===== src/include/control_settings.svh =====
//*********************************************************************
// Control unit settings
// instruction field widths and the interrupt line count
//*********************************************************************

`ifndef CONTROL_SETTINGS_SVH
`define CONTROL_SETTINGS_SVH

// instruction fields
`define CU_OPCODE_W 6
`define CU_FUNCT_W 6
`define CU_FMT_W 5

// COP0 cause register
`define CU_EXCCODE_W 5

// hardware and software interrupt lines
`define CU_INT_LINES 8

`endif


===== src/source/controlPkg.sv =====
//*********************************************************************
// Control word and COP0 types
// datapath selectors, exception codes and the status bundle
//*********************************************************************

`include "control_settings.svh"

package controlPkg;

	typedef enum logic [2:0] {
		pcNext = 3'd0,
		pcBeq  = 3'd1,
		pcJump = 3'd2,
		pcReg  = 3'd3,
		pcExc  = 3'd4,
		pcBne  = 3'd5
	} pcSrcT;

	// codes 1 and 4 belonged to the FPU write-back paths
	typedef enum logic [2:0] {
		aluResult = 3'd0,
		linkPc    = 3'd2,
		upperImm  = 3'd3,
		cop0Data  = 3'd5,
		memData   = 3'd6,
		moveData  = 3'd7
	} memToRegT;

	typedef enum logic [1:0] {
		rt = 2'd0,
		rd = 2'd1,
		ra = 2'd2
	} regDstT;

	typedef enum logic [1:0] {
		regB    = 2'd0,
		signImm = 2'd1,
		zeroImm = 2'd2
	} aluSrcT;

	typedef enum logic [1:0] {
		aluAdd   = 2'd0,
		aluSub   = 2'd1,
		aluFunct = 2'd2,
		aluImm   = 2'd3
	} aluOpT;

	typedef enum logic [`CU_EXCCODE_W-1:0] {
		excInt      = 5'd0,
		excSys      = 5'd8,
		excInstr    = 5'd10,
		excOverflow = 5'd12
	} excCodeT;

	typedef struct packed {
		regDstT   regDst;
		aluSrcT   aluSrc;
		memToRegT memToReg;
		logic     regWrite;
		logic     memRead;
		logic     memWrite;
		pcSrcT    pcSrc;
		aluOpT    aluOp;
	} ctrlWordT;

	typedef struct packed {
		logic    cop0Write;
		logic    eret;
		logic    excOccurred;
		logic    branchDelay;
		excCodeT excCode;
	} cop0CtrlT;

	typedef struct packed {
		logic                     excLevel;
		logic                     userMode;
		logic                     aluOverflow;
		logic [`CU_INT_LINES-1:0] pendingInt;
	} cpuStatusT;

endpackage


===== src/source/isaPkg.sv =====
//*********************************************************************
// ISA encodings
// opcode, funct and fmt fields and the decoded instruction class
//*********************************************************************

`include "control_settings.svh"

package isaPkg;

	// integer and COP0 opcodes only, FP opcodes fall to invalid
	typedef enum logic [`CU_OPCODE_W-1:0] {
		opRfmt  = 6'h00,
		opJ     = 6'h02,
		opJal   = 6'h03,
		opBeq   = 6'h04,
		opBne   = 6'h05,
		opAddi  = 6'h08,
		opAddiu = 6'h09,
		opSlti  = 6'h0A,
		opSltiu = 6'h0B,
		opAndi  = 6'h0C,
		opOri   = 6'h0D,
		opXori  = 6'h0E,
		opLui   = 6'h0F,
		opCop0  = 6'h10,
		opLb    = 6'h20,
		opLh    = 6'h21,
		opLw    = 6'h23,
		opLbu   = 6'h24,
		opLhu   = 6'h25,
		opSb    = 6'h28,
		opSh    = 6'h29,
		opSw    = 6'h2B
	} opcodeT;

	typedef enum logic [`CU_FUNCT_W-1:0] {
		fnSll     = 6'h00,
		fnSrl     = 6'h02,
		fnSra     = 6'h03,
		fnSllv    = 6'h04,
		fnSrlv    = 6'h06,
		fnSrav    = 6'h07,
		fnJr      = 6'h08,
		fnMovz    = 6'h0A,
		fnMovn    = 6'h0B,
		fnSyscall = 6'h0C,
		fnMfhi    = 6'h10,
		fnMthi    = 6'h11,
		fnMflo    = 6'h12,
		fnMtlo    = 6'h13,
		fnMult    = 6'h18,
		fnMultu   = 6'h19,
		fnDiv     = 6'h1A,
		fnDivu    = 6'h1B,
		fnAdd     = 6'h20,
		fnAddu    = 6'h21,
		fnSub     = 6'h22,
		fnSubu    = 6'h23,
		fnAnd     = 6'h24,
		fnOr      = 6'h25,
		fnXor     = 6'h26,
		fnNor     = 6'h27,
		fnSlt     = 6'h2A,
		fnSltu    = 6'h2B
	} functT;

	// eret shares its funct code with mult, only the cop0 co format tells them apart
	localparam functT fnEret = fnMult;

	typedef enum logic [`CU_FMT_W-1:0] {
		fmtMf = 5'h00,
		fmtMt = 5'h04,
		fmtCo = 5'h10
	} fmtT;

	typedef enum logic [4:0] {
		clsLoad,
		clsStore,
		clsBeq,
		clsBne,
		clsJump,
		clsJal,
		clsJr,
		clsSyscall,
		clsAluR,
		clsAddTrapR,
		clsAddiTrap,
		clsAluImm,
		clsLogicImm,
		clsLui,
		clsMovz,
		clsMovn,
		clsMfc0,
		clsMtc0,
		clsEret,
		clsInvalid
	} instrClassT;

endpackage


===== src/source/controlUnit.sv =====
//*********************************************************************
// Main control unit
// decode, control word and exception stages in one combinational path
//*********************************************************************

`timescale 1ns/1ps

module controlUnit
	import isaPkg::*;
	import controlPkg::*;
(
	input  opcodeT    opcode,
	input  functT     funct,
	input  fmtT       fmt,
	input  logic      equalZero,
	input  cpuStatusT status,
	output ctrlWordT  ctrl,
	output cop0CtrlT  cop0
);

	instrClassT instrClass;

	instrDecoder decoder_i (
		.opcode     (opcode),
		.funct      (funct),
		.fmt        (fmt),
		.instrClass (instrClass)
	);

	controlWordGen wordGen_i (
		.instrClass (instrClass),
		.equalZero  (equalZero),
		.ctrl       (ctrl)
	);

	exceptionUnit excUnit_i (
		.instrClass (instrClass),
		.status     (status),
		.cop0       (cop0)
	);

endmodule


===== src/source/controlWordGen.sv =====
//*********************************************************************
// Datapath control word generator
// selectors and write enables for each instruction class
//*********************************************************************

`timescale 1ns/1ps

module controlWordGen
	import isaPkg::*;
	import controlPkg::*;
(
	input  instrClassT instrClass,
	input  logic       equalZero,
	output ctrlWordT   ctrl
);

	always_comb
	begin
		// idle word, also used for mtc0 and invalid
		ctrl = '0;
		case (instrClass)
			clsLoad:
			begin
				ctrl.aluSrc = signImm;
				ctrl.memToReg = memData;
				ctrl.regWrite = 1'b1;
				ctrl.memRead = 1'b1;
			end
			clsStore:
			begin
				ctrl.aluSrc = signImm;
				ctrl.memWrite = 1'b1;
			end
			clsBeq:
			begin
				ctrl.pcSrc = pcBeq;
				ctrl.aluOp = aluSub;
			end
			clsBne:
			begin
				ctrl.pcSrc = pcBne;
				ctrl.aluOp = aluSub;
			end
			clsJump:
			begin
				ctrl.regDst = rd;
				ctrl.pcSrc = pcJump;
			end
			clsJal:
			begin
				// return address goes to $ra
				ctrl.regDst = ra;
				ctrl.memToReg = linkPc;
				ctrl.regWrite = 1'b1;
				ctrl.pcSrc = pcJump;
			end
			clsJr:
				ctrl.pcSrc = pcReg;
			clsSyscall, clsEret:
				ctrl.pcSrc = pcExc;
			clsAluR, clsAddTrapR:
			begin
				ctrl.regDst = rd;
				ctrl.regWrite = 1'b1;
				ctrl.aluOp = aluFunct;
			end
			clsAddiTrap, clsAluImm:
			begin
				ctrl.aluSrc = signImm;
				ctrl.regWrite = 1'b1;
				ctrl.aluOp = aluImm;
			end
			clsLogicImm:
			begin
				ctrl.aluSrc = zeroImm;
				ctrl.regWrite = 1'b1;
				ctrl.aluOp = aluImm;
			end
			clsLui:
			begin
				ctrl.memToReg = upperImm;
				ctrl.regWrite = 1'b1;
			end
			clsMovz:
			begin
				ctrl.regDst = rd;
				ctrl.memToReg = moveData;
				ctrl.regWrite = equalZero;
			end
			clsMovn:
			begin
				ctrl.regDst = rd;
				ctrl.memToReg = moveData;
				ctrl.regWrite = ~equalZero;
				ctrl.aluOp = aluSub;
			end
			clsMfc0:
			begin
				ctrl.memToReg = cop0Data;
				ctrl.regWrite = 1'b1;
			end
			default:
				ctrl = '0;
		endcase
	end

endmodule


===== src/source/exceptionUnit.sv =====
//*********************************************************************
// COP0 exception detection
// raises exceptions from the instruction class and processor status
//*********************************************************************

`timescale 1ns/1ps

module exceptionUnit
	import isaPkg::*;
	import controlPkg::*;
(
	input  instrClassT instrClass,
	input  cpuStatusT  status,
	output cop0CtrlT   cop0
);

	logic intPending;
	logic kernelMode;
	logic intExc;

	assign intPending = |status.pendingInt;
	assign kernelMode = ~status.userMode;
	// an exception handler already running masks everything
	assign intExc = intPending & ~status.excLevel;

	always_comb
	begin
		cop0.cop0Write = (instrClass == clsMtc0) & kernelMode;
		cop0.eret = (instrClass == clsEret) & kernelMode;
		cop0.branchDelay = (instrClass == clsBeq) || (instrClass == clsBne) ||
			(instrClass == clsJump) || (instrClass == clsJal) || (instrClass == clsJr);
		cop0.excOccurred = intExc;
		cop0.excCode = excInt;
		case (instrClass)
			clsAddTrapR, clsAddiTrap, clsMovz, clsMovn:
			begin
				cop0.excOccurred = (status.aluOverflow | intPending) & ~status.excLevel;
				cop0.excCode = status.aluOverflow ? excOverflow : excInt;
			end
			clsSyscall:
			begin
				cop0.excOccurred = ~status.excLevel;
				cop0.excCode = excSys;
			end
			clsInvalid:
			begin
				cop0.excOccurred = ~status.excLevel;
				cop0.excCode = excInstr;
			end
			// privileged, trap from user mode
			clsMfc0, clsMtc0, clsEret:
			begin
				cop0.excOccurred = status.userMode;
				cop0.excCode = excInstr;
			end
			default:
			begin
				cop0.excOccurred = intExc;
				cop0.excCode = excInt;
			end
		endcase
	end

endmodule


===== src/source/instrDecoder.sv =====
//*********************************************************************
// Instruction decoder
// reduces opcode, funct and fmt to a single instruction class
//*********************************************************************

`timescale 1ns/1ps

module instrDecoder
	import isaPkg::*;
(
	input  opcodeT     opcode,
	input  functT      funct,
	input  fmtT        fmt,
	output instrClassT instrClass
);

	always_comb
	begin
		instrClass = clsInvalid;
		case (opcode)
			opLb, opLh, opLw, opLbu, opLhu:
				instrClass = clsLoad;
			opSb, opSh, opSw:
				instrClass = clsStore;
			opBeq:
				instrClass = clsBeq;
			opBne:
				instrClass = clsBne;
			opJ:
				instrClass = clsJump;
			opJal:
				instrClass = clsJal;
			opAddi:
				instrClass = clsAddiTrap;
			opAddiu, opSlti, opSltiu:
				instrClass = clsAluImm;
			opAndi, opOri, opXori:
				instrClass = clsLogicImm;
			opLui:
				instrClass = clsLui;
			opRfmt:
			begin
				case (funct)
					fnJr:
						instrClass = clsJr;
					fnSyscall:
						instrClass = clsSyscall;
					fnMovz:
						instrClass = clsMovz;
					fnMovn:
						instrClass = clsMovn;
					// only these two trap on overflow
					fnAdd, fnSub:
						instrClass = clsAddTrapR;
					fnSll, fnSrl, fnSra, fnSllv, fnSrlv, fnSrav,
					fnMfhi, fnMthi, fnMflo, fnMtlo,
					fnMult, fnMultu, fnDiv, fnDivu,
					fnAddu, fnSubu, fnAnd, fnOr, fnXor, fnNor,
					fnSlt, fnSltu:
						instrClass = clsAluR;
					default:
						instrClass = clsInvalid;
				endcase
			end
			opCop0:
			begin
				case (fmt)
					fmtMf:
						instrClass = clsMfc0;
					fmtMt:
						instrClass = clsMtc0;
					fmtCo:
						instrClass = (funct == fnEret) ? clsEret : clsInvalid;
					default:
						instrClass = clsInvalid;
				endcase
			end
			default:
				instrClass = clsInvalid;
		endcase
	end

endmodule


===== config.mk =====
export PLATFORM = sky130hd
export DESIGN_NAME = controlUnit
export DESIGN_NICKNAME = d
export VERILOG_FILES = /design/src/source/controlPkg.sv /design/src/source/isaPkg.sv /design/src/source/controlUnit.sv /design/src/source/controlWordGen.sv /design/src/source/exceptionUnit.sv /design/src/source/instrDecoder.sv
export VERILOG_INCLUDE_DIRS = /design/src /design/src/include
export SDC_FILE = /design/constraint.sdc
export NUM_CORES = 1
export LEC_CHECK = 0
export BUFFER_PORTS_ARGS = -buffer_cell sky130_fd_sc_hd__buf_2
export CAP_MARGIN = 30
export CORE_MARGIN = 3
export CORE_UTILIZATION = 48
export DETAILED_ROUTE_END_ITERATION = 16
export GPL_TIMING_DRIVEN = 0
export MAX_ROUTING_LAYER = met4
export PLACE_DENSITY = 0.89
export SYNTH_ARGS = -nofsm -noshare
export SYNTH_HDL_FRONTEND = slang
export SYNTH_HIERARCHICAL = 1
export SYNTH_SLANG_ARGS = --single-unit
export TNS_END_PERCENT = 100

===== constraint.sdc =====
create_clock -name vclk -period 6.3
set_clock_uncertainty 0.15 [all_clocks]
set_input_delay 0.63 -clock vclk [all_inputs]
set_output_delay 0.63 -clock vclk [all_outputs]
set_load 0.01 [all_outputs]

==> results of run 1 <==
==> cells in the final DEF, fill, tap and decap left out, types with 3 or more instances in the layout <==
master / Yosys / routed
mux2i_1: 3 / 3
nand3_1: 4 / 4
buf_4: 3 / 3
o31ai_1: 3 / 3
nor2_1: 16 / 16
nand2_1: 16 / 16
a21oi_1: 10 / 10
xnor2_1: 3 / 3
nor3_1: 7 / 7
o22ai_1: 3 / 3
nor4_1: 5 / 5
nand2b_1: 7 / 7
inv_1: 3 / 3
o21ai_0: 3 / 3
a211o_1: 3 / 3
a31oi_1: 3 / 3
buf_2: 6 / 56
==> cells in the mapped netlist (all sizes together), types with 2 or more instances <==
| cell type | count |
|---|---|
| buf | 11 |
| clkbuf | 2 |
| or3 | 2 |
| nor3b | 2 |
| o21ai | 3 |
| xnor2 | 3 |
| a2111oi | 2 |
| o22ai | 3 |
| mux2i | 3 |
| inv | 3 |
| a211o | 3 |
| nor4 | 6 |
| nor2 | 17 |
| a21oi | 11 |
| nand2b | 7 |
| a31oi | 3 |
| nor2b | 2 |
| o31ai | 3 |
| nand3 | 4 |
| nand3b | 2 |
| nor3 | 7 |
| a21boi | 2 |
| nand2 | 16 |
| xor2 | 2 |
==> power by group <==
group          internal, mW  total, mW  switching, mW
logic                0.0357     0.0815         0.0459
clock network             0          0              0
registers                 0          0              0
total                0.0357     0.0815         0.0459
==> worst max-delay path, stage by stage <==
cell	delay, ps
buf_2	140
nor4_2	340
nand2_1	130
o31a_1	260
a211o_1	410
and2b_1	260
xnor2_1	150
o311a_1	350
o32ai_2	230
buf_2	160
==> layout make-up <==
class / instances / area [um2] / area share, %
multi-input combinational: 121 / 752 / 67.4
inverter: 3 / 11.3 / 1.01
buffer: 13 / 82.6 / 7.40
timing repair buffer: 50 / 250 / 22.4
tap: 16 / 20.0 / 1.79
==> kinds of logic (layout without fill, tap and decap cells) <==
group                  count (synthesis)  count (layout)  share of synthesized area [%]
AO/OA/AOI/OAI                         40              40                           34.5
buffers and inverters                 16              66                           11.1
AND/OR/NAND/NOR                       70              70                           43.8
multiplexers                           4               4                           4.90
XOR/XNOR                               5               5                           5.20
other                                  1               2                          0.445
==> routing by layer <==
metal,GRT usage [%],wire [um],up-vias
met1,24.6,1150,547
met5,-,0,-
li1,-,-,607
met3,0.752,186,0
met2,41.7,1260,54
met4,2.15,0,0
==> path summary, 6_finish.rpt <==
kind,end,slack (ps),cells past startpoint
setup / recovery,cop0[6],2460,10
hold / removal,cop0[8],1400,3
==> flow_summary_export.csv, run 1 <==
group,metric,value,unit
routing,routed_wl,2590,um
sta,hold_viol,0,
synth,yosysSeqAreaShare,0,%
sta,final-setup-viol-count,0,
layout,seq_cell_count,0,
sta,whs,1400,ps
sta,max-slew-margin-rel,50.5,%
floorplan,dieArea,0.00229,mm2
clock_network,post_cts_buffers,0,
global_routing,first_global_vias,932,
place,dp_cells,203,
power,total_power,81.5,uW
layout,nClkBuffers,0,
synth,syn_area_per_cell,6.19,um2
clock_network,postCtsResizedCells,0,
sta,setup_slack,2460,ps
global_routing,grt.total_usage,21.5,%
routing,drc_errors,0,
worst_setup_path,arrival,3060,ps
worst_setup_path,critPathKind,"input pin to output pin",
layout,post-route-cell-area,0.00112,mm2
min_path,hold_path.class,"input pin to output pin",
run,cap_violations,0,
place,dp_slack,2470,ps
place,hpwlAfterDp,2070,um
synth,netlist_area,842,um2
floorplan,io-pin-count,53,
worst_setup_path,crit_start,"opcode[1]",
layout,num_antenna_cells,0,
layout,final-seq-area,0,um2
worst_setup_path,cp_max_fo,10,
routing,first_pass_iters,4,
sta,worstMarginPinSlew,724,ps
global_routing,grt_first_pass_wirelength,3680,um
global_routing,grt_max_degree,11,
clock_network,ctsHoldBuffers,0,
routing,viasPerCell,5.95,
layout,fillerInstances,132,
floorplan,die_h,47.9,um
global_routing,antenna_found_initial,0,
status,status,"finished clean",
worst_setup_path,end_kind,"output pin",
sta,finalSetupTns,0,ps
power,ir_worst_vdd,0.0328,mV
place,port_buffers,49,
routing,ant_nets,0,
global_routing,grt_overflow_total,0,
worst_setup_path,crit_required,5520,ps
power,powerDensity,73.1,mW/mm2
worst_setup_path,critPathLaunchType,"input pin",
floorplan,start_util,53.4,%
layout,post-route-util,70.8,%
place,gp_congestion,0.911,
sta,finalCritPeriodShare,61.0,%
sta,post-route-min-period,3840,ps
sta,maxSlewViolCount,0,
min_path,min-delay-start,"status[9]",
floorplan,core_area,0.00158,mm2
synth,synth_cell_type_count,48,
layout,drive_above_1_share,36.4,%
routing,first_iter_violations,27,
power,p_leak,0.523,nW
layout,fin_cells,203,
routing,dr_total_vias,1208,
layout,area_delta_synth_final,32.5,%
synth,yosys.area.top_type,"nand2_1",
place,place_area,0.00112,mm2
sta,grt_setup_unrepaired,"no",
synth,syn_inst,136,
synth,ys_warn_count,6,
synth,synthTopCellsByArea,"nand2_1 7.1%, nor2_1 7.1%, a21oi_1 5.9%, nand2b_1 5.2%, nor3_1 4.2%",
floorplan,chipWidth,47.9,um
layout,nets,218,
sta,clock.fmax,260,MHz
routing,wl_per_cell,12.8,um
synth,synth.top_cell.area_share,7.13,%
floorplan,rows,14,
Power figures use the tool's default switching activity.
==> run 2: changes to the inputs <==
- CORE_UTILIZATION: 48 -> 46
- PLACE_DENSITY: 0.89 -> 0.86
- clock period: 6.3 -> 4 ns (I/O delays scaled with it)
==> flow_summary_export.csv, run 2 (synthesis results as in run 1) <==
group,metric,value,unit
layout,layout_common_cells,"56 x buf_2, 16 x nor2_1, 16 x nand2_1",
status,status,"finished clean",
routing,wl_met1,1100,um
floorplan,start_util,52.3,%
power,p_leak,0.523,nW
sta,setup_slack,659,ps
place,hpwlAfterDp,2020,um
clock_network,post_cts_buffers,0,
worst_setup_path,cp_max_fo,7,
sta,maxSlewViolCount,0,
sta,final-setup-viol-count,0,
min_path,hold_path.class,"input pin to output pin",
floorplan,dieArea,0.00238,mm2
run,cap_violations,0,
floorplan,rows,14,
sta,post-route-min-period,3340,ps
global_routing,antenna_found_initial,0,
layout,nets,218,
worst_setup_path,arrival,2790,ps
routing,wl_met3,143,um
sta,grt_setup_unrepaired,"no",
power,ir_worst_vdd,0.0620,mV
global_routing,grt_first_pass_wirelength,4400,um
layout,final_common_cell,"buf_2",
sta,max-slew-margin-rel,62.4,%
routing,dr_wl_met2,1240,um
floorplan,core_area,0.00161,mm2
routing,routed_wl,2490,um
layout,final-seq-area,0,um2
min_path,hold_depth,3,
power,powerDensity,113,mW/mm2
layout,num_antenna_cells,0,
sta,clock.fmax,299,MHz
worst_setup_path,cp.buffers_inverters,3,
min_path,min-delay-start,"status[9]",
worst_setup_path,path_cells,"buf_2 -> nor2b_1 -> a211o_1 -> a2111oi_1 -> o21a_1 -> clkbuf_1 -> nand2_1 -> o311a_1 -> o32ai_2 -> buf_2",
floorplan,die_h,48.8,um
clock_network,ctsHoldBuffers,0,
sta,whs,931,ps
routing,drc_errors,0,
worst_setup_path,critPathLaunchType,"input pin",
layout,area_delta_synth_final,33.7,%
routing,first_pass_iters,4,
global_routing,grt_overflow_total,0,
routing,ant_nets,0,
place,dp_cells,211,
worst_setup_path,critPathMostFrequentCell,"buf_2",
routing,viasPerCell,5.54,
worst_setup_path,path_delay_family,"compound AO/OA/AOI/OAI gates",
place,port_buffers,49,
sta,finalCritPeriodShare,83.5,%
sta,worstMarginPinSlew,549,ps
place,dp_slack,678,ps
layout,seq_cell_count,0,
sta,finalSetupTns,0,ps
worst_setup_path,crit_start,"funct[0]",
worst_setup_path,critPathKind,"input pin to output pin",
worst_setup_path,slowest_stage,"a2111oi_1",
global_routing,grt_max_degree,11,
min_path,min_to,"cop0[8]",
routing,dr_total_vias,1168,
layout,drive_above_1_share,36.4,%
floorplan,io-pin-count,53,
clock_network,postCtsResizedCells,0,
routing,wl_per_cell,11.8,um
floorplan,chipWidth,48.8,um
worst_setup_path,critPathMaxStageDelay,340,ps
global_routing,first_global_vias,1008,
routing,top_layer,"met4",
place,gp_congestion,0.858,
routing,first_iter_violations,32,
global_routing,grt.total_usage,21.4,%
worst_setup_path,crit_required,3450,ps
sta,hold_viol,0,
layout,fin_cells,211,
worst_setup_path,end_kind,"output pin",
layout,nClkBuffers,0,
-- run 2: layer usage --
layer | global-route usage [%] | vias to the layer above
li1 | - | 608
met1 | 27.3 | 517
met2 | 38.5 | 41
met3 | 1.53 | 2
met4 | 1.42 | 0
met5 | - | -
-- run 2: worst max path at each step --
| stage | end | slack (ps) | depth (start not counted) |
|---|---|---|---|
| after floorplan | cop0[8] | 730 | 8 |
| after global placement | cop0[8] | 430 | 9 |
| after detailed placement | cop0[6] | 680 | 10 |
| after CTS | cop0[6] | 670 | 10 |
| after global routing | cop0[6] | 460 | 10 |
| final | cop0[6] | 660 | 10 |
-- run 2: power by group --
part           internal, mW  switching (mW)  leakage, nW  total [mW]
Sequential                0               0            0           0
Clock                     0               0            0           0
Combinational        0.0562          0.0711        0.523       0.127
Total                0.0562          0.0711        0.523       0.127
-- run 2: cell type report --
class | instances | area [um2]
multi-input combinational | 121 | 752
fill | 165 | 485
timing repair buffer | 50 | 250
buffer | 13 | 82.6
tap | 24 | 30.0
inverter | 3 | 11.3
-- run 2: per-stage QoR --
stage | utilization [%] | power, mW | instance area [um2]
after floorplan | - | 0.0835 | 846
after global placement | 69.6 | 0.122 | 1120
after detailed placement | 69.9 | 0.126 | 1130
after CTS | 69.9 | 0.127 | 1130
after global routing | 69.9 | 0.142 | 1130
final | 69.9 | 0.127 | 1130
==> run 3: changes to the inputs <==
- clock period: 4 -> 3.2 ns (I/O delays scaled with it)
==> flow_summary_export.csv, run 3 (synthesis results as in run 1) <==
group,metric,value,unit
layout,multi_input_area,764,um2
floorplan,rows,14,
routing,viasPerCell,5.49,
worst_setup_path,end_kind,"output pin",
place,port_buffers,49,
floorplan,core_area,0.00161,mm2
worst_setup_path,cp_max_fo,10,
global_routing,first_global_vias,1008,
run,cap_violations,0,
routing,first_pass_iters,4,
layout,final_common_cell,"buf_2",
power,ir_worst_vdd,0.0783,mV
global_routing,grt_max_degree,11,
sta,worstMarginPinSlew,574,ps
layout,nets,220,
min_path,min-delay-start,"status[9]",
place,hpwlAfterDp,2020,um
floorplan,dieArea,0.00238,mm2
layout,drive_above_1_share,39.2,%
sta,finalCritPeriodShare,97.4,%
worst_setup_path,crit_required,2730,ps
routing,wl_per_cell,11.9,um
worst_setup_path,critPathKind,"input pin to output pin",
layout,final-seq-area,0,um2
sta,whs,774,ps
routing,routed_wl,2530,um
layout,fillerInstances,160,
routing,drc_errors,0,
sta,final-setup-viol-count,0,
global_routing,antenna_found_initial,0,
floorplan,io-pin-count,53,
sta,hold_viol,0,
routing,first_iter_violations,31,
routing,dr_total_vias,1169,
power,powerDensity,142,mW/mm2
sta,clock.fmax,321,MHz
status,status,"finished clean",
sta,post-route-min-period,3120,ps
floorplan,start_util,52.3,%
layout,seq_cell_count,0,
routing,ant_nets,0,
layout,num_antenna_cells,0,
worst_setup_path,critPathLaunchType,"input pin",
floorplan,die_h,48.8,um
sta,max-slew-margin-rel,60.7,%
layout,nClkBuffers,0,
power,total_power,165,uW
layout,post-route-util,71.7,%
power,p_leak,0.541,nW
layout,area_delta_synth_final,37.3,%
sta,maxSlewViolCount,0,
global_routing,grt.total_usage,21.4,%
layout,layout_common_cells,"56 x buf_2, 16 x nor2_1, 16 x nand2_1",
place,dp_slack,37.8,ps
worst_setup_path,crit_start,"opcode[1]",
min_path,hold_path.class,"input pin to output pin",
global_routing,grt_first_pass_wirelength,4400,um
sta,grt_setup_unrepaired,"yes",
global_routing,grt_overflow_total,0,
floorplan,chipWidth,48.8,um
sta,finalSetupTns,0,ps
place,gp_congestion,0.858,
clock_network,ctsHoldBuffers,0,
sta,setup_slack,84.4,ps
worst_setup_path,arrival,2650,ps
## run 3: path summary, 6_finish.rpt
kind	end	slack, ps	depth (start not counted)
setup / recovery	cop0[6]	80	10
hold / removal	cop0[8]	770	3
## run 3: cell type report
class              instances  area share, %
multi-input cells        121           66.1
well taps                 24           2.60
repair buffers            52           22.9
plain buffers             13           7.36
inverters                  3          0.974
## run 3: metal layers
metal	vias up	global-route usage (%)	wire (um)
met5	-	-	0
met4	0	1.42	13
met3	2	1.53	144
met2	40	38.5	1250
met1	513	27.3	1120
li1	614	-	-
## run 3: power breakdown
| part | switching [mW] | leakage (nW) | internal [mW] |
|---|---|---|---|
| clock | 0 | 0 | 0 |
| combinational | 0.0906 | 0.541 | 0.0739 |
| sequential | 0 | 0 | 0 |
| total | 0.0906 | 0.541 | 0.0739 |
## run 3: critical path: stages
cell	delay, ps
buf_2	150
nor4_4	310
nand2_1	100
o31a_1	250
a211o_2	410
and2b_1	220
xnor2_1	140
o311a_1	350
o32ai_2	230
buf_2	160
## run 3: stage by stage
stage	std cells	instance area, um2
floorplan	137	846
global placement	210	1120
detailed placement	211	1130
CTS	211	1130
global route	213	1160
finish	213	1160
## run 3: timing repair
action / 4_1_cts / 5_1_grt
gates resized for setup: 0 / 7
setup endpoints to repair: 0 / 5
setup buffers: 0 / 2
